[src/common/mmu_defs.svh]
// Sv39 walker width macros and PTE flag bit positions
`ifndef MMU_DEFS_SVH
`define MMU_DEFS_SVH

// Register width, also the width of one page table entry
`define MMU_XLEN 64

// Sv39 physical address and physical page number widths
`define MMU_PA_BITS 56
`define MMU_PPN_BITS 44

// Each level of the walk consumes one 9-bit slice of the VPN
`define MMU_VPN_BITS 9

// PTEs are 8 bytes, so a PTE address ends in three zero bits
`define MMU_PTE_BYTES_LOG2 3

// Low flag byte of a PTE and where the PPN field begins
`define MMU_PTE_FLAG_BITS 8
`define MMU_PTE_PPN_LSB 10

// Flag bit positions inside the low byte
`define MMU_PTE_BIT_V 0
`define MMU_PTE_BIT_R 1
`define MMU_PTE_BIT_W 2
`define MMU_PTE_BIT_X 3
`define MMU_PTE_BIT_A 6
`define MMU_PTE_BIT_D 7

`endif

[src/common/mmuTypesPkg.sv]
// Address, page number, VPN slice, PTE word and page type vector types
`include "mmu_defs.svh"

package mmuTypesPkg;

  //////////////////////////////////////////////////////////////////////
  // Word-sized quantities
  //////////////////////////////////////////////////////////////////////

  // satp, PTEs and virtual addresses all share the register width
  typedef logic [`MMU_XLEN-1:0] xlenT;

  //////////////////////////////////////////////////////////////////////
  // Physical side
  //////////////////////////////////////////////////////////////////////

  // Full Sv39 physical address, never truncated on the way out
  typedef logic [`MMU_PA_BITS-1:0] pAddrT;

  // Physical page number as stored in satp and in each PTE
  typedef logic [`MMU_PPN_BITS-1:0] ppnT;

  //////////////////////////////////////////////////////////////////////
  // Virtual side and TLB result
  //////////////////////////////////////////////////////////////////////

  // Index into one 512-entry page table
  typedef logic [`MMU_VPN_BITS-1:0] vpnSliceT;

  // Leaf size written to the TLB
  // 0 is a 4 KiB page, 1 a megapage, 2 a gigapage
  typedef logic [1:0] pageTypeT;

endpackage

[src/common/walkPkg.sv]
// Walker state enumeration and page table level index type
package walkPkg;

  // Walker FSM states
  // The three level states each wait for one PTE from memory,
  // leaf and fault last one cycle before idle or the next walk
  typedef enum logic [2:0] {
    idle,
    level2,
    level1,
    level0,
    leaf,
    fault
  } walkStateT;

  // Index of the page table level being read
  // Level 2 is the root table, level 0 the last one
  // A leaf found at level N has page type N
  typedef logic [1:0] levelT;

endpackage

[src/common/pteIf.sv]
// Interface for the current PTE and its decoded checks
`timescale 1ns/1ps

interface pteIf;
  import mmuTypesPkg::*;

  // PTE being looked at this cycle, live on MMUReady, else the held copy
  xlenT currentPte;

  // PPN field of currentPte, the base of the next table or the leaf page
  ppnT  currentPpn;

  // V set and not the reserved writable-but-not-readable encoding
  logic validPte;

  // Any of R, W or X set
  logic leafPte;

  // A clear, or D clear on a store
  logic accessAlert;

  // Superpage alignment checks on the low PPN fields
  logic gigaMisaligned;
  logic megaMisaligned;

  // Driving side, owned by the PTE checker
  modport check (
    output currentPte,
    output currentPpn,
    output validPte,
    output leafPte,
    output accessAlert,
    output gigaMisaligned,
    output megaMisaligned
  );

  // Consuming side, used by the controller and the address generator
  modport user (
    input currentPte,
    input currentPpn,
    input validPte,
    input leafPte,
    input accessAlert,
    input gigaMisaligned,
    input megaMisaligned
  );

endinterface

[src/pageTableWalker.sv]
// Sv39 page table walker top level with miss arbitration and walker instances
`timescale 1ns/1ps

module pageTableWalker (
  input  logic                  clk,
  input  logic                  rstN,
  input  mmuTypesPkg::xlenT     SATP_REGW,
  input  mmuTypesPkg::xlenT     PCF,
  input  mmuTypesPkg::xlenT     MemAdrM,
  input  logic                  ITLBMissF,
  input  logic                  DTLBMissM,
  input  logic [1:0]            MemRWM,
  input  mmuTypesPkg::xlenT     MMUReadPTE,
  input  logic                  MMUReady,
  output mmuTypesPkg::xlenT     PageTableEntry,
  output mmuTypesPkg::pageTypeT PageType,
  output logic                  ITLBWriteF,
  output logic                  DTLBWriteM,
  output mmuTypesPkg::pAddrT    MMUPAdr,
  output logic                  MMUTranslate,
  output logic                  MMUStall,
  output logic                  WalkerInstrPageFaultF,
  output logic                  WalkerLoadPageFaultM,
  output logic                  WalkerStorePageFaultM
);
  import mmuTypesPkg::*;
  import walkPkg::*;

  xlenT      translationVAdr;
  logic      translate;
  logic      dataWalk;
  logic      memStore;
  walkStateT state;
  walkStateT nextState;

  pteIf pte ();

  //////////////////////////////////////////////////////////////////////
  // Miss arbitration
  //////////////////////////////////////////////////////////////////////

  // A data miss blocks the memory stage, so it is served first
  assign dataWalk        = DTLBMissM;
  assign translate       = DTLBMissM || ITLBMissF;
  assign translationVAdr = dataWalk ? MemAdrM : PCF;
  // Bit 0 of MemRWM marks a store
  assign memStore        = MemRWM[0];
  assign MMUTranslate    = translate;

  //////////////////////////////////////////////////////////////////////
  // Walker blocks
  //////////////////////////////////////////////////////////////////////

  pteCheck pteCheck_i (
    .clk        (clk),
    .rstN       (rstN),
    .MMUReady   (MMUReady),
    .MMUReadPTE (MMUReadPTE),
    .memStore   (memStore),
    .pte        (pte.check)
  );

  walkControl walkControl_i (
    .clk                   (clk),
    .rstN                  (rstN),
    .translate             (translate),
    .dataWalk              (dataWalk),
    .memStore              (memStore),
    .MMUReady              (MMUReady),
    .pte                   (pte.user),
    .state                 (state),
    .nextState             (nextState),
    .PageTableEntry        (PageTableEntry),
    .PageType              (PageType),
    .ITLBWriteF            (ITLBWriteF),
    .DTLBWriteM            (DTLBWriteM),
    .MMUStall              (MMUStall),
    .WalkerInstrPageFaultF (WalkerInstrPageFaultF),
    .WalkerLoadPageFaultM  (WalkerLoadPageFaultM),
    .WalkerStorePageFaultM (WalkerStorePageFaultM)
  );

  ptAddressGen ptAddressGen_i (
    .SATP_REGW       (SATP_REGW),
    .translationVAdr (translationVAdr),
    .state           (state),
    .nextState       (nextState),
    .pte             (pte.user),
    .MMUPAdr         (MMUPAdr)
  );

endmodule

[src/walker/ptAddressGen.sv]
// PTE physical address formation from satp or the current PPN and a VPN slice
`timescale 1ns/1ps
`include "mmu_defs.svh"

module ptAddressGen (
  input  mmuTypesPkg::xlenT  SATP_REGW,
  input  mmuTypesPkg::xlenT  translationVAdr,
  input  walkPkg::walkStateT state,
  input  walkPkg::walkStateT nextState,
  pteIf.user                 pte,
  output mmuTypesPkg::pAddrT MMUPAdr
);
  import mmuTypesPkg::*;
  import walkPkg::*;

  // The 4 KiB page offset below VPN0
  localparam int PageOffsetBits = `MMU_VPN_BITS + `MMU_PTE_BYTES_LOG2;
  localparam logic [`MMU_PTE_BYTES_LOG2-1:0] PteOffset = '0;

  ppnT      rootPpn;
  ppnT      heldPpn;
  vpnSliceT vpn2;
  vpnSliceT vpn1;
  vpnSliceT vpn0;
  vpnSliceT heldVpn;

  // Only the PPN field of satp matters, the mode is fixed at Sv39
  assign rootPpn = SATP_REGW[`MMU_PPN_BITS-1:0];

  assign vpn0 = translationVAdr[PageOffsetBits +: `MMU_VPN_BITS];
  assign vpn1 = translationVAdr[PageOffsetBits + `MMU_VPN_BITS +: `MMU_VPN_BITS];
  assign vpn2 = translationVAdr[PageOffsetBits + 2 * `MMU_VPN_BITS +: `MMU_VPN_BITS];

  // Base and slice of the level just read, used when the walk finishes
  always_comb begin
    case (state)
      level2: begin
        heldPpn = rootPpn;
        heldVpn = vpn2;
      end
      level1: begin
        heldPpn = pte.currentPpn;
        heldVpn = vpn1;
      end
      default: begin
        heldPpn = pte.currentPpn;
        heldVpn = vpn0;
      end
    endcase
  end

  // Address follows the next state so the bus sees it in the same cycle
  always_comb begin
    case (nextState)
      level2:        MMUPAdr = {rootPpn, vpn2, PteOffset};
      level1:        MMUPAdr = {pte.currentPpn, vpn1, PteOffset};
      level0:        MMUPAdr = {pte.currentPpn, vpn0, PteOffset};
      // Keep a nonzero address on the bus while the result is handed over
      leaf, fault:   MMUPAdr = {heldPpn, heldVpn, PteOffset};
      default:       MMUPAdr = '0;
    endcase
  end

endmodule

[src/walker/pteCheck.sv]
// PTE holding register, live or held PTE select and PTE descriptor decode
`timescale 1ns/1ps
`include "mmu_defs.svh"

module pteCheck (
  input  logic              clk,
  input  logic              rstN,
  input  logic              MMUReady,
  input  mmuTypesPkg::xlenT MMUReadPTE,
  input  logic              memStore,
  pteIf.check               pte
);
  import mmuTypesPkg::*;

  // Two alignment masks, one VPN slice for megapages and two for gigapages
  localparam int MegaBits = `MMU_VPN_BITS;
  localparam int GigaBits = 2 * `MMU_VPN_BITS;

  xlenT savedPte;
  xlenT currentPte;
  ppnT  currentPpn;
  logic [`MMU_PTE_FLAG_BITS-1:0] pteFlags;
  logic flagV;
  logic flagR;
  logic flagW;
  logic flagX;
  logic flagA;
  logic flagD;

  //////////////////////////////////////////////////////////////////////
  // PTE capture
  //////////////////////////////////////////////////////////////////////

  // Memory gives the PTE for a single cycle, keep it for the wait states
  always_ff @(posedge clk or negedge rstN) begin
    if (!rstN) begin
      savedPte <= '0;
    end else if (MMUReady) begin
      savedPte <= MMUReadPTE;
    end
  end

  // Decisions are made in the MMUReady cycle itself, so bypass the register
  assign currentPte = MMUReady ? MMUReadPTE : savedPte;
  assign currentPpn = currentPte[`MMU_PTE_PPN_LSB +: `MMU_PPN_BITS];

  //////////////////////////////////////////////////////////////////////
  // Flag decode
  //////////////////////////////////////////////////////////////////////

  assign pteFlags = currentPte[`MMU_PTE_FLAG_BITS-1:0];
  assign flagV    = pteFlags[`MMU_PTE_BIT_V];
  assign flagR    = pteFlags[`MMU_PTE_BIT_R];
  assign flagW    = pteFlags[`MMU_PTE_BIT_W];
  assign flagX    = pteFlags[`MMU_PTE_BIT_X];
  assign flagA    = pteFlags[`MMU_PTE_BIT_A];
  assign flagD    = pteFlags[`MMU_PTE_BIT_D];

  // W without R is reserved and counts as invalid
  assign pte.validPte    = flagV && !(flagW && !flagR);
  // A pointer to the next table has R, W and X all clear
  assign pte.leafPte     = flagR || flagW || flagX;
  // No hardware A/D update here, so a missing bit traps to software
  assign pte.accessAlert = !flagA || (memStore && !flagD);

  // Superpages need the PPN bits below their size to be zero
  assign pte.gigaMisaligned = |currentPpn[GigaBits-1:0];
  assign pte.megaMisaligned = |currentPpn[MegaBits-1:0];

  assign pte.currentPte = currentPte;
  assign pte.currentPpn = currentPpn;

endmodule

[src/walker/walkControl.sv]
// Walker FSM with its TLB write, page type, stall and fault outputs
`timescale 1ns/1ps

module walkControl (
  input  logic                     clk,
  input  logic                     rstN,
  input  logic                     translate,
  input  logic                     dataWalk,
  input  logic                     memStore,
  input  logic                     MMUReady,
  pteIf.user                       pte,
  output walkPkg::walkStateT       state,
  output walkPkg::walkStateT       nextState,
  output mmuTypesPkg::xlenT        PageTableEntry,
  output mmuTypesPkg::pageTypeT    PageType,
  output logic                     ITLBWriteF,
  output logic                     DTLBWriteM,
  output logic                     MMUStall,
  output logic                     WalkerInstrPageFaultF,
  output logic                     WalkerLoadPageFaultM,
  output logic                     WalkerStorePageFaultM
);
  import walkPkg::*;
  import mmuTypesPkg::*;

  levelT readLevel;
  logic  goodGigapage;
  logic  goodMegapage;
  logic  goodPage;
  logic  descend;

  //////////////////////////////////////////////////////////////////////
  // PTE verdicts
  //////////////////////////////////////////////////////////////////////

  // A usable leaf at each level, superpages also need their alignment
  assign goodPage     = pte.validPte && pte.leafPte && !pte.accessAlert;
  assign goodGigapage = goodPage && !pte.gigaMisaligned;
  assign goodMegapage = goodPage && !pte.megaMisaligned;

  // Valid pointer to a lower table
  assign descend = pte.validPte && !pte.leafPte;

  //////////////////////////////////////////////////////////////////////
  // State register and next-state rules
  //////////////////////////////////////////////////////////////////////

  always_ff @(posedge clk or negedge rstN) begin
    if (!rstN) begin
      state <= idle;
    end else begin
      state <= nextState;
    end
  end

  always_comb begin
    nextState = state;
    case (state)
      idle: begin
        if (translate) nextState = level2;
      end
      level2: begin
        // Each level waits here until memory returns the PTE
        if (MMUReady) begin
          if (goodGigapage) nextState = leaf;
          else if (descend) nextState = level1;
          else nextState = fault;
        end
      end
      level1: begin
        if (MMUReady) begin
          if (goodMegapage) nextState = leaf;
          else if (descend) nextState = level0;
          else nextState = fault;
        end
      end
      level0: begin
        // No lower table exists, so a pointer here is a fault too
        if (MMUReady) begin
          if (goodPage) nextState = leaf;
          else nextState = fault;
        end
      end
      leaf, fault: begin
        // Go straight into the next walk if another miss is waiting
        nextState = translate ? level2 : idle;
      end
      default: nextState = idle;
    endcase
  end

  //////////////////////////////////////////////////////////////////////
  // Output decode from the next state
  //////////////////////////////////////////////////////////////////////

  // Level whose PTE is being decided, it sets the page size of a leaf
  always_comb begin
    case (state)
      level2:  readLevel = 2'd2;
      level1:  readLevel = 2'd1;
      default: readLevel = 2'd0;
    endcase
  end

  always_comb begin
    PageTableEntry        = '0;
    PageType              = '0;
    ITLBWriteF            = 1'b0;
    DTLBWriteM            = 1'b0;
    WalkerInstrPageFaultF = 1'b0;
    WalkerLoadPageFaultM  = 1'b0;
    WalkerStorePageFaultM = 1'b0;
    // The processor stays stalled for the whole walk by default
    MMUStall              = 1'b1;
    case (nextState)
      idle: begin
        MMUStall = 1'b0;
      end
      leaf: begin
        PageTableEntry = pte.currentPte;
        PageType       = pageTypeT'(readLevel);
        // Data misses win arbitration, so dataWalk names the missing TLB
        DTLBWriteM     = dataWalk;
        ITLBWriteF     = !dataWalk;
      end
      fault: begin
        WalkerInstrPageFaultF = !dataWalk;
        WalkerLoadPageFaultM  = dataWalk && !memStore;
        WalkerStorePageFaultM = dataWalk && memStore;
        // Release the pipeline early so it can take the trap
        MMUStall              = 1'b0;
      end
      default: begin
      end
    endcase
  end

endmodule
[config.mk]
export PLATFORM = sky130hd
export DESIGN_NAME = pageTableWalker
export DESIGN_NICKNAME = d
export VERILOG_FILES = /design/src/common/mmuTypesPkg.sv /design/src/common/walkPkg.sv /design/src/common/pteIf.sv /design/src/pageTableWalker.sv /design/src/walker/ptAddressGen.sv /design/src/walker/pteCheck.sv /design/src/walker/walkControl.sv
export VERILOG_INCLUDE_DIRS = /design/src /design/src/common
export SDC_FILE = /design/constraint.sdc
export NUM_CORES = 1
export LEC_CHECK = 0
export BUFFER_PORTS_ARGS = -buffer_cell sky130_fd_sc_hd__buf_2
export CAP_MARGIN = 25
export CELL_PAD_IN_SITES_DETAIL_PLACEMENT = 2
export CELL_PAD_IN_SITES_GLOBAL_PLACEMENT = 2
export CORE_MARGIN = 4
export CORE_UTILIZATION = 21
export DETAILED_ROUTE_END_ITERATION = 7
export GPL_TIMING_DRIVEN = 0
export PLACE_DENSITY_LB_ADDON = 0.15
export SLEW_MARGIN = 40
export SYNTH_ARGS = -nofsm -noshare
export SYNTH_HDL_FRONTEND = slang
export SYNTH_HIERARCHICAL = 1
export SYNTH_SLANG_ARGS = --single-unit
export TNS_END_PERCENT = 100
[constraint.sdc]
create_clock -name clk -period 3 [get_ports clk]
set_input_delay 0.15 -clock clk [delete_from_list [all_inputs] [get_ports clk]]
set_output_delay 0.15 -clock clk [all_outputs]
set_load 0.02 [all_outputs]
* Word-level counts from Yosys, hierarchy flattened
Cells that the tools add are included.
** Storage, ports and cells
- Bits in registers :: 67
- Input port bits :: 263
- Output and inout bits :: 129
- Word-level logic and storage cells :: 68
** Cells by class
- Eq/ne operators :: 10
- Muxes and demuxes :: 25
- Reduce and logical (&&, ||, !) cells :: 31
** Operator list (count)
- $pmux W56 S4 :: 1
- $mux W64 :: 2
- $mux W44 :: 1
- $mux W39 :: 1
- $mux W3 :: 8
- $pmux W9 S2 :: 1
- $reduce_or A18 Y1 :: 1
- $pmux W3 S5 :: 1
- $eq A3 B2 Y1 const B :: 4
- $eq A3 B3 Y1 const B :: 4
- $logic_and A1 B1 Y1 :: 10
- $logic_not A1 Y1 :: 10
- $reduce_or A9 Y1 :: 1
- $mux W1 :: 8
- $eq A3 B1 Y1 const B :: 2
- $logic_not A3 Y1 :: 2
- $reduce_or A2 Y1 :: 3
- $logic_or A1 B1 Y1 :: 4
- $pmux W2 S2 :: 1
- $mux W2 :: 1

* Logic depth before layout (Yosys ltp)
Gate-level depths: netlist of the first run.
- Depth in word-level cells :: 14
- Depth in mapped cells :: 16
- Gate-level depth less buffers :: 10

* Cells and area by module
The synthesis of the first run kept the hierarchy.
** Modules (own cells, without submodules)
- pteCheck :: instances 1, cells each 198, area an instance 2824.0 µm², sequential area each 1601.5 µm²
- ptAddressGen :: instances 1, cells each 148, area an instance 1109.8 µm², sequential area each 0.0 µm²
- pageTableWalker :: instances 1, cells each 72, area an instance 983.4 µm², sequential area each 0.0 µm²
- walkControl :: instances 1, cells each 109, area an instance 783.3 µm², sequential area each 75.1 µm²

* Worst setup path before layout of the first run
OpenSTA, ideal clock, no wires.
- Path type :: flip-flop to output port
- From :: reg pteCheck_i.savedPte[12]
- To :: out MMUPAdr[12]
- Arrival time :: 3.188 ns
- Data required time :: 2.850 ns
- Setup slack :: -0.338 ns
- Cell stages (with the launch flop) :: 14
- Path buffers :: 4
- Cells stage by stage :: dfrtp_1 > or4_1 > o41ai_1 > or3b_1 > o2bb2ai_1 > a21oi_1 > inv_1 > buf_6 > nor2b_1 > buf_2 > o21ba_1 > buf_6 > buf_6 > a22o_1
** On the way
- Longest elaborated chain between the ends :: 10
- Elaborated cells on any way between the ends :: 19
- Those cells by class :: 5 x eq/ne; 7 x mux; 7 x reduce/logical
** Ends and longest elaborated chain
- from (decl) :: RTL line pteCheck.sv:19 : xlenT savedPte;
- from (signal assigned) :: RTL line pteCheck.sv:39 : savedPte <= MMUReadPTE;
- $mux W64 (*)
- $reduce_or A18 Y1 (*) :: RTL line pteCheck.sv:67 : assign pte.gigaMisaligned = |currentPpn[GigaBits-1:0];
- via pte.gigaMisaligned :: RTL line pteIf.sv:23 : logic gigaMisaligned;
- $logic_not A1 Y1 (*) :: RTL line walkControl.sv:38 : assign goodGigapage = goodPage && !pte.gigaMisaligned;
- $logic_and A1 B1 Y1 (*) :: RTL line walkControl.sv:38
- $mux W3 (*) :: RTL line walkControl.sv:65 : if (goodGigapage) nextState = leaf;
- $mux W3 (*) :: RTL line walkControl.sv:64 : if (MMUReady) begin
- $pmux W3 S5 (*) :: RTL line walkControl.sv:58 : case (state)
- via nextState[0] :: RTL line pageTableWalker.sv:34 : walkStateT nextState;
- $eq A3 B3 Y1 :: RTL line ptAddressGen.sv:54 : case (nextState)
- $reduce_or A2 Y1 :: RTL line ptAddressGen.sv:54
- $pmux W56 S4 (*) :: RTL line ptAddressGen.sv:54
- to (decl) :: RTL line pageTableWalker.sv:19 : output mmuTypesPkg::pAddrT MMUPAdr,
Mark *: on every way through the listed nets, which the timed path passes. The rest lies on a longest branch.

* Final worst setup path of the first run
- From :: reg pteCheck_i.savedPte[12]
- To :: out PageTableEntry[46]
** On the way
- Longest elaborated chain between the ends :: 9
- Elaborated cells on any way between the ends :: 14
- Those cells by class :: 1 x eq/ne; 7 x mux; 6 x reduce/logical
** Ends and longest elaborated chain
- $mux W64
- $reduce_or A18 Y1 :: RTL line pteCheck.sv:67
- via pte.gigaMisaligned :: RTL line pteIf.sv:23
- $logic_not A1 Y1 :: RTL line walkControl.sv:38
- $logic_and A1 B1 Y1 :: RTL line walkControl.sv:38
- $mux W3 :: RTL line walkControl.sv:65
- $mux W3 :: RTL line walkControl.sv:64
- $pmux W3 S5 :: RTL line walkControl.sv:58
- $eq A3 B3 Y1 :: RTL line walkControl.sv:115 : case (nextState)
- $mux W64 :: RTL line walkControl.sv:115
- to (decl) :: RTL line pageTableWalker.sv:15 : output mmuTypesPkg::xlenT PageTableEntry,
The timed path passes the listed nets, and every way through them passes these cells.

==> results.tsv, run 1 <==
stage	metric	value	unit
critical_path	delay-heaviest family, CP	simple AND/OR/NAND/NOR gates	
critical_path	critical path class	reg2out	
synth	synth warn	6	
flow_run	max_cap viols	0	
clock_network	TritonCTS clock tree	yes	
floorplan	Starting Density	21.3	%
clock_network	# H-tree levels	3	
critical_path	slowest stage cell, crit path	or4_4	
final_layout	Post-Route Utilization	36.0	%
global_route	vias in the first global route	5703	
detailed_routing	antenna violation net count after detailed routing	0	
critical_path	CP Data Arrival Time	3460	ps
power_and_ir_drop	PD cells	703	nW/µm²
timing	worst setup margin	-607	ps
critical_path	Worst Setup End Kind	primary output	
timing	Hold Vio Cnt, Final	0	
detailed_routing	Detailed Routing Iterations Pass 1	4	
synth	Post-Syn Area per Cell	10.6	µm²
timing	fin crit period	3610	ps
status	failing checks	setup timing	
detailed_routing	DRC Markers	0	
power_and_ir_drop	Max rail drop VDD	239	µV
clock_network	clock latency on the worst-skew pair	330	ps
floorplan	num ports	392	
critical_path	Worst Path Max Fanout	6	
detailed_routing	routed vias/inst	4.43	
critical_path	Worst setup SP type	flop	
timing	RSZ-0062 raised after global routing	yes	
clock_network	clk root buf	clkbuf_16	
clock_network	Max clock buf depth	2	
power_and_ir_drop	LEAKAGE	0.00428	µW
synth	post-synth design cell area	5190	µm²
clock_network	clk slew on worst S/H paths	60	ps
final_layout	Filler cells	2642	
timing	actual slew at the worst max-slew pin	558	ps
timing	Fmax	0.277	GHz
detailed_routing	First DRT Iteration DRCs	143	
timing	skew final	3.85	ps
placed_design	Post-Place Cell Area	7220	µm²
final_layout	most common cell after layout, fill and taps aside	buf_2	
final_layout	Area growth syn-to-layout	68.7	%
global_route	initial antenna violation count	2	
global_route	first-pass GRT wire length	34200	µm
synth	Gate Count Post-Synth	489	
critical_path	CP most frequent cell	buf_6	
floorplan	die area	27300	µm²
detailed_routing	via count	5091	
timing	Slew Viols, Final	0	
min_path	worst min path class	in2reg	
timing	Worst slew margin	62.8	%
critical_path	CP max stage delay	550	ps
floorplan	die height	165	µm
global_route	all-layer global routing usage	16.3	%
final_layout	Nets	1083	
power_and_ir_drop	Total Power	6150	µW
timing	final setup fails	122	
detailed_routing	Routed WL	24200	µm
global_route	grt ovf	0	
status	status	finished, violations left	
global_route	largest net degree at the start of global routing	39	
floorplan	die width	165	µm
final_layout	share of cells above drive strength 1	70.9	%
timing	Tcrit/Tclk final	120	%
detailed_routing	wire per inst	21.0	µm
placed_design	Port Buf Inserts	293	
floorplan	Core ar.	24300	µm²
placed_design	Final Wtd Congestion	0.743	
placed_design	dpl hpwl	18200	µm
critical_path	CP required	2850	ps
clock_network	CTS buffer count	9	
critical_path	CP bufs+invs	5	
final_layout	final instance area	8750	µm²
floorplan	site row count	57	
final_layout	most frequent cells in the layout	buf_2, buf_6, mux2_2	
clock_network	TritonCTS Sinks	67	
critical_path	CP Cell Sequence	or4_4, o41ai_4, or3b_4, o2bb2ai_4, buf_6, a2111oi_4, buf_6, buf_12, clkbuf_16, and2_4, buf_6	
## state kept, by name (all words and copies together), names as in the netlist
register and cells:
pteCheck_i/savedPte 64, walkControl_i/state 3
## per-stage QoR
stage                     setup TNS, ps  setup slack [ps]  hold slack, ps  cells
final                            -64370              -607            66.8   1150
after CTS                        -79740              -758            47.8   1143
after floorplan                   -7520              -184            -146    491
after global routing             -79850              -731            62.6   1150
after global placement           -67830             -1080             395   1108
after detailed placement         -76570             -1210            54.5   1109
## worst paths after layout
check | slack [ps] | from | end | cells past startpoint
setup / recovery | -610 | pteCheck_i/savedPte[12]$_DFF_PN0_ | PageTableEntry[46] | 11
hold / removal | 70 | MMUReadPTE[56] | pteCheck_i/savedPte[56]$_DFF_PN0_ | 2
setup reg to reg | 500 | pteCheck_i/savedPte[12]$_DFF_PN0_ | walkControl_i/state[0]$_DFF_PN0_ | 8
hold reg to reg | 500 | pteCheck_i/savedPte[62]$_DFF_PN0_ | pteCheck_i/savedPte[62]$_DFF_PN0_ | 1
max in group asynchronous | 2170 | rstN | pteCheck_i/savedPte[15]$_DFF_PN0_ | 3
min in group asynchronous | 290 | rstN | pteCheck_i/savedPte[33]$_DFF_PN0_ | 2
## routing by layer
metal | GRT usage [%] | wire [µm] | vias to the layer above
met4 | 2.72 | 149 | 2
li1 | - | - | 2371
met1 | 18.6 | 9560 | 2528
met2 | 31.2 | 12900 | 180
met5 | 0 | 13 | -
met3 | 3.52 | 1530 | 10
## worst reg2reg max path, cell delays in order, from the launching register on
cell,delay (ps)
dfrtp_1,390
or4_4,550
o41ai_4,280
or3b_4,440
o2bb2ai_4,170
a21oi_4,190
inv_2,50
buf_4,190
buf_4,140
## where the power goes
| part | leakage (µW) | switching (µW) | internal, µW |
|---|---|---|---|
| Sequential | 0.000785 | 62.6 | 999 |
| Clock | 0.000139 | 405 | 665 |
| Combinational | 0.00336 | 1940 | 2080 |
| Total | 0.00428 | 2410 | 3740 |
## timing repair
item | in CTS | in global routing
buffers inserted | 12 | 8
pin swaps | 20 | 45
setup endpoints to repair | 123 | 125
cloned | 6 | 5
endpoints found under the hold margin | 29 | 0
gates resized for setup | 213 | 94
hold buffers | 1 | 0
## cell type report
cell class / instances / area (µm²) / area share [%]
plain buffers: 82 / 727 / 8.31
flip-flops and latches: 67 / 1680 / 19.2
well taps: 324 / 405 / 4.63
clock inverters: 4 / 50.0 / 0.572
multi-input cells: 334 / 3180 / 36.4
diodes: 1 / 2.50 / 0.0286
inverters: 5 / 18.8 / 0.215
repair buffers: 321 / 2440 / 27.9
clock buffers: 12 / 246 / 2.82
No activity file was read; power rests on OpenSTA's default activity.
==> run 2, diff against run 1 <==
Settings changed: CORE_UTILIZATION 21 to 25.
Clock period 3 ns to 4.5 ns, I/O delays scaled along.
==> results.tsv, run 2 (synthesis results as in run 1) <==
stage	metric	value	unit	change
final_layout	biggest regs	pteCheck_i/savedPte (64), walkControl_i/state (3)		
critical_path	CP Launch Point	pteCheck_i/savedPte[12]$_DFF_PN0_		
critical_path	CP bufs+invs	6		+1
detailed_routing	via count	4880		-4.1%
timing	final setup fails	0		-100%
min_path	Worst Hold End	pteCheck_i/savedPte[62]$_DFF_PN0_		
floorplan	die width	152	µm	-7.9%
timing	Slew Viols, Final	0		unchanged
clock_network	clk root buf	clkbuf_16		
clock_network	TritonCTS clock tree	yes		
power_and_ir_drop	Max rail drop VDD	149	µV	-38%
timing	skew final	5.07	ps	+1.21 ps
critical_path	Worst setup SP type	flop		
floorplan	site row count	52		-8.8%
critical_path	CP Data Arrival Time	3890	ps	+430 ps
critical_path	slowest stage cell, crit path	or4_1		
clock_network	# H-tree levels	3		unchanged
power_and_ir_drop	register share of total power	21.3	%	+4.1 points
global_route	largest net degree at the start of global routing	35		-10%
critical_path	CP Depth	14		+3
timing	actual slew at the worst max-slew pin	577	ps	+18.2 ps
critical_path	Worst Setup End Kind	primary output		
floorplan	Core ar.	20300	µm²	-17%
min_path	hold path depth	2		unchanged
final_layout	share of cells above drive strength 1	62.1	%	-8.8 points
placed_design	Final Wtd Congestion	0.761		+2.4%
status	status	finished, final reports clean		
final_layout	Nets	1061		-2.0%
global_route	first-pass GRT wire length	32500	µm	-4.8%
timing	final setup TNS	0	ps	+64370 ps
critical_path	flop2flop setup slack	2170	ps	+1670 ps
clock_network	CTS buffer count	9		unchanged
critical_path	worst r2r src	pteCheck_i/savedPte[12]$_DFF_PN0_		
final_layout	most common cell after layout, fill and taps aside	buf_2		
global_route	initial antenna violation count	1		-1
global_route	grt ovf	0		unchanged
timing	RSZ-0062 raised after global routing	no		
critical_path	CP Cell Sequence	or4_1, o41ai_2, or3b_1, o2bb2ai_1, a21oi_2, inv_1, buf_6, nor2b_1, buf_2, o21ba_1, buf_6, buf_6, a22o_1, buf_2		
clock_network	clk slew on worst S/H paths	60	ps	about the same
global_route	vias in the first global route	5585		-2.1%
power_and_ir_drop	Int Pwr	1880	µW	-50%
power_and_ir_drop	sw power	1400	µW	-42%
power_and_ir_drop	Sw Share	42.7	%	+3.5 points
final_layout	most frequent cells in the layout	buf_2, mux2_2, dfrtp_1, and2_1, buf_4		
clock_network	TritonCTS Sinks	67		unchanged
detailed_routing	DRC Markers	0		unchanged
final_layout	Post-Route Utilization	36.2	%	+0.28 points
final_layout	Filler cells	2360		-11%
flow_run	max_cap viols	0		unchanged
detailed_routing	Routed WL	21100	µm	-13%
final_layout	number of flip-flops in the largest register	64		unchanged
placed_design	Inst Count DP	1055		-4.9%
floorplan	num ports	392		unchanged
critical_path	r2r worst-path depth	6		-2
power_and_ir_drop	PD cells	446	nW/µm²	-37%
critical_path	CP most frequent cell	buf_6		
critical_path	Worst Path Max Fanout	10		+4
timing	Fin Hold WS	129	ps	+62.7 ps
critical_path	critical path class	reg2out		
timing	Hold Vio Cnt, Final	0		unchanged
detailed_routing	Detailed Routing Iterations Pass 1	4		unchanged
floorplan	die height	152	µm	-7.9%
detailed_routing	antenna violation net count after detailed routing	0		unchanged
power_and_ir_drop	Clock Power Share	22.2	%	+4.8 points
detailed_routing	wire per inst	19.7	µm	-6.5%
clock_network	clock latency on the worst-skew pair	340	ps	about the same
critical_path	worst flop-to-flop path endpoint	walkControl_i/state[0]$_DFF_PN0_		
critical_path	CP required	4280	ps	+1430 ps
critical_path	CP max stage delay	580	ps	+30 ps
clock_network	Max clock buf depth	2		unchanged
final_layout	non-filler cells in the finished layout	1074		-6.6%
min_path	worst min path class	in2reg		
detailed_routing	routed vias/inst	4.54		+2.6%
timing	fin crit period	4120	ps	
detailed_routing	First DRT Iteration DRCs	129		-9.8%
floorplan	Starting Density	25.5	%	+4.2 points
min_path	hold_sp	MMUReadPTE[62]		
critical_path	delay-heaviest family, CP	compound AO/OA/AOI/OAI gates		
final_layout	Area growth syn-to-layout	41.9	%	
power_and_ir_drop	LEAKAGE	0.00382	µW	-11%
placed_design	Port Buf Inserts	293		unchanged
floorplan	die area	23100	µm²	-15%
global_route	all-layer global routing usage	17.7	%	+1.5 points
power_and_ir_drop	Comb pwr share	56.5	%	-8.9 points
timing	Worst slew margin	61.5	%	-1.2 points
placed_design	dpl hpwl	17200	µm	-5.3%
timing	Tcrit/Tclk final	91.6	%	
final_layout	Biggest register	pteCheck_i/savedPte		
timing	Fmax	0.243	GHz	
[run 2: power groups by stage]
stage / Sequential (µW) / Combinational, µW / Clock [µW]
finish: 700 / 1850 / 727
CTS: 700 / 1880 / 754
global route: 710 / 2000 / 785
detailed placement: 712 / 1870 / 0
floorplan: 698 / 1240 / 0
global placement: 705 / 1830 / 0
[run 2: worst reg2reg max path, stage by stage, from the launching register on]
cell       delay (ps)
dfrtp_1           390
or4_1             580
o41ai_2           330
or3b_1            410
o2bb2ai_1         210
a21oi_2           220
inv_1              90
[run 2: final cells by class]
cell class	count	area [µm²]	area share (%)
multi-input combinational	333	2870	39.0
inverter	5	18.8	0.255
timing repair buffer	296	1510	20.5
sequential	67	1680	22.8
buffer	86	638	8.67
antenna	1	2.50	0.0340
clock inverter	6	72.6	0.986
clock buffer	10	229	3.11
tap	270	338	4.59
[run 2: how the worst max path moves through the flow]
stage / to
floorplan: MMUPAdr[12]
global placement: MMUPAdr[36]
detailed placement: MMUPAdr[33]
CTS: MMUPAdr[51]
global route: MMUPAdr[21]
finish: MMUPAdr[51]
[run 2: timing repair]
action	CTS	global route
hold buffers	1	0
setup endpoints to repair	40	44
pin swaps	0	1
cloned	0	0
setup buffers	0	1
gates resized for setup	1	3
hold endpoints to repair	33	0
[run 2: through the flow]
step	cell area (µm²)	total power [µW]	setup WS, ps
finish	7360	3280	380
CTS	7340	3340	52.9
floorplan	5190	1940	1090
global placement	7000	2540	344
detailed placement	7020	2580	202
global route	7360	3500	81.5
[run 2: routing by layer]
metal	wire length [µm]	share of wire [%]	vias to the layer above	global-route usage, %
li1	-	-	2318	-
met1	8860	42	2380	21.0
met2	11000	52	167	32.6
met3	1040	4.9	15	4.10
met4	223	1.1	0	4.11
met5	0	0	-	0
==> run 3, diff against run 2 <==
Settings changed: CORE_UTILIZATION 25 to 23, MAX_ROUTING_LAYER from default to met4.
Clock period 4.5 ns to 4.7 ns, I/O delays scaled along.
==> results.tsv, run 3 (synthesis results as in run 1) <==
stage	metric	value	unit	change
status	status	finished, final reports clean		
timing	Slew Viols, Final	0		unchanged
timing	actual slew at the worst max-slew pin	547	ps	-29.7 ps
timing	fin crit period	4410	ps	
detailed_routing	First DRT Iteration DRCs	95		-26%
power_and_ir_drop	register share of total power	21.3	%	about the same
timing	Tcrit/Tclk final	93.8	%	
final_layout	share of cells above drive strength 1	62.0	%	-0.17 points
clock_network	Max clock buf depth	2		unchanged
final_layout	number of flip-flops in the largest register	64		unchanged
final_layout	Nets	1060		-0.094%
power_and_ir_drop	Sw Share	43.0	%	+0.33 points
critical_path	critical path class	reg2out		
clock_network	CTS buffer count	9		unchanged
power_and_ir_drop	LEAKAGE	0.00381	µW	-0.28%
timing	Fmax	0.227	GHz	
critical_path	CP Cell Sequence	or4_1, o41ai_1, or3b_1, o2bb2ai_1, a21oi_1, inv_1, buf_6, nor2b_1, buf_2, o21ba_1, buf_6, buf_6, a22o_1, buf_2		
critical_path	Worst Setup End Kind	primary output		
detailed_routing	via count	4895		+0.31%
timing	final setup TNS	0	ps	unchanged
final_layout	most frequent cells in the layout	buf_2, mux2_2, dfrtp_1, and2_1, buf_4		
critical_path	CP required	4470	ps	+190 ps
power_and_ir_drop	Max rail drop VDD	185	µV	+24%
final_layout	most common cell after layout, fill and taps aside	buf_2		
critical_path	slowest stage cell, crit path	or4_1		
flow_run	max_cap viols	0		unchanged
detailed_routing	Detailed Routing Iterations Pass 1	4		unchanged
global_route	Most Used Layer, Global Route	met2		
power_and_ir_drop	Clock Power Share	22.5	%	+0.3 points
global_route	largest net degree at the start of global routing	58		+66%
global_route	GR Util met3	3.12	%	-0.98 points
final_layout	biggest regs	pteCheck_i/savedPte (64), walkControl_i/state (3)		
clock_network	TritonCTS Sinks	67		unchanged
placed_design	Final Wtd Congestion	0.810		+6.5%
floorplan	Core ar.	22000	µm²	+8.5%
clock_network	postcts setup bufs	0		unchanged
critical_path	CP max stage delay	550	ps	-30 ps
floorplan	Starting Density	23.5	%	-2.0 points
final_layout	final instance area	7380	µm²	+0.24%
final_layout	Biggest register	pteCheck_i/savedPte		
global_route	first-pass GRT wire length	31300	µm	-3.9%
detailed_routing	antenna violation net count after detailed routing	0		unchanged
global_route	grt ovf	0		unchanged
critical_path	Worst setup SP type	flop		
critical_path	flop2flop setup slack	2140	ps	-30 ps
critical_path	CP most frequent cell	buf_6		
min_path	worst min path class	in2reg		
detailed_routing	routed vias/inst	4.51		-0.71%
placed_design	Port Buf Inserts	293		unchanged
timing	Worst slew margin	63.5	%	+2.0 points
floorplan	die height	158	µm	+4.0%
final_layout	Area growth syn-to-layout	42.2	%	
detailed_routing	wire per inst	19.9	µm	+0.97%
floorplan	die width	158	µm	+4.0%
global_route	initial antenna violation count	3		+2
clock_network	clk slew on worst S/H paths	70	ps	about the same
timing	RSZ-0062 raised after global routing	no		
floorplan	die area	25000	µm²	+8.2%
clock_network	TritonCTS clock tree	yes		
power_and_ir_drop	Int Pwr	1800	µW	-4.4%
timing	final setup fails	0		unchanged
global_route	vias in the first global route	5467		-2.1%
power_and_ir_drop	sw power	1360	µW	-3.1%
placed_design	Inst Count DP	1065		+0.95%
critical_path	CP bufs+invs	6		unchanged
timing	Hold Vio Cnt, Final	0		unchanged
clock_network	clock latency on the worst-skew pair	340	ps	about the same
clock_network	# H-tree levels	3		unchanged
placed_design	dpl hpwl	17900	µm	+3.6%
power_and_ir_drop	Comb pwr share	56.2	%	-0.3 points
global_route	met2 Track Usage GR	30.1	%	-2.5 points
critical_path	CP Data Arrival Time	4170	ps	+280 ps
detailed_routing	Routed WL	21500	µm	+2.0%
final_layout	non-filler cells in the finished layout	1085		+1.0%
clock_network	clk root buf	clkbuf_16		
floorplan	num ports	392		unchanged
floorplan	site row count	54		+3.8%
critical_path	delay-heaviest family, CP	compound AO/OA/AOI/OAI gates		
placed_design	Post-Place Cell Area	7040	µm²	+0.29%
timing	skew final	4.87	ps	-0.200 ps
detailed_routing	DRC Markers	0		unchanged
power_and_ir_drop	PD cells	428	nW/µm²	-4.1%
global_route	all-layer global routing usage	16.8	%	-0.96 points
global_route	met1 usage in global routing	19.4	%	-1.6 points
critical_path	Worst Path Max Fanout	10		unchanged
-- run 3: what timing repair did --
item | CTS | global route
resized for setup | 0 | 1
hold endpoints to repair | 67 | 0
hold buffers | 1 | 0
endpoints found under the setup margin | 0 | 6
-- run 3: stage by stage --
stage | hold WS [ps] | setup WS [ps] | total power, µW | utilization, %
6_report | 138 | 293 | 3150 | 33.5
5_1_grt | 138 | 5.77 | 3360 | 33.5
4_1_cts | 120 | 207 | 3230 | 33.4
3_5_place_dp | 58.9 | 248 | 2490 | 32.0
3_3_place_gp | 475 | 362 | 2440 | 31.8
2_1_floorplan | -60.6 | 1280 | 1860 | -
-- run 3: cell type report --
type                       instances  area, µm²
inverter                           5       18.8
tap                              280        350
multi-input combinational        333       2870
clock buffer                       9        225
antenna                            3       7.51
buffer                            86        637
timing repair buffer             295       1510
fill                            2518      14700
clock inverter                     7       82.6
sequential                        67       1680
-- run 3: worst reg2reg max path, delay by kind of cell (launching register included) --
kind                   cells  cell delay (ps)
AND/OR/NAND/NOR            2              970
AO/OA/AOI/OAI              3              910
flip-flops                 1              390
buffers and inverters      1              130
-- run 3: worst paths after layout --
path	from	endpoint	depth (start not counted)
max in group asynchronous	rstN	pteCheck_i/savedPte[24]$_DFF_PN0_	3
worst min register to register	pteCheck_i/savedPte[4]$_DFF_PN0_	pteCheck_i/savedPte[4]$_DFF_PN0_	1
worst min-delay path	MMUReadPTE[59]	pteCheck_i/savedPte[59]$_DFF_PN0_	2
worst max register to register	pteCheck_i/savedPte[12]$_DFF_PN0_	walkControl_i/state[0]$_DFF_PN0_	6
min in group asynchronous	rstN	pteCheck_i/savedPte[57]$_DFF_PN0_	2
worst max-delay path	pteCheck_i/savedPte[12]$_DFF_PN0_	MMUPAdr[27]	14
-- run 3: power groups by stage --
stage / Sequential (µW) / Clock [µW] / Combinational, µW
6_report: 670 / 710 / 1770
5_1_grt: 679 / 772 / 1910
4_1_cts: 670 / 744 / 1810
3_5_place_dp: 681 / 0 / 1810
3_3_place_gp: 675 / 0 / 1760
2_1_floorplan: 668 / 0 / 1190
-- run 3: layer usage --
layer	part of all wire (%)	wire length, µm
met5	0	0
met3	5.8	1260
met4	1.1	233
met1	43	9200
met2	50	10900
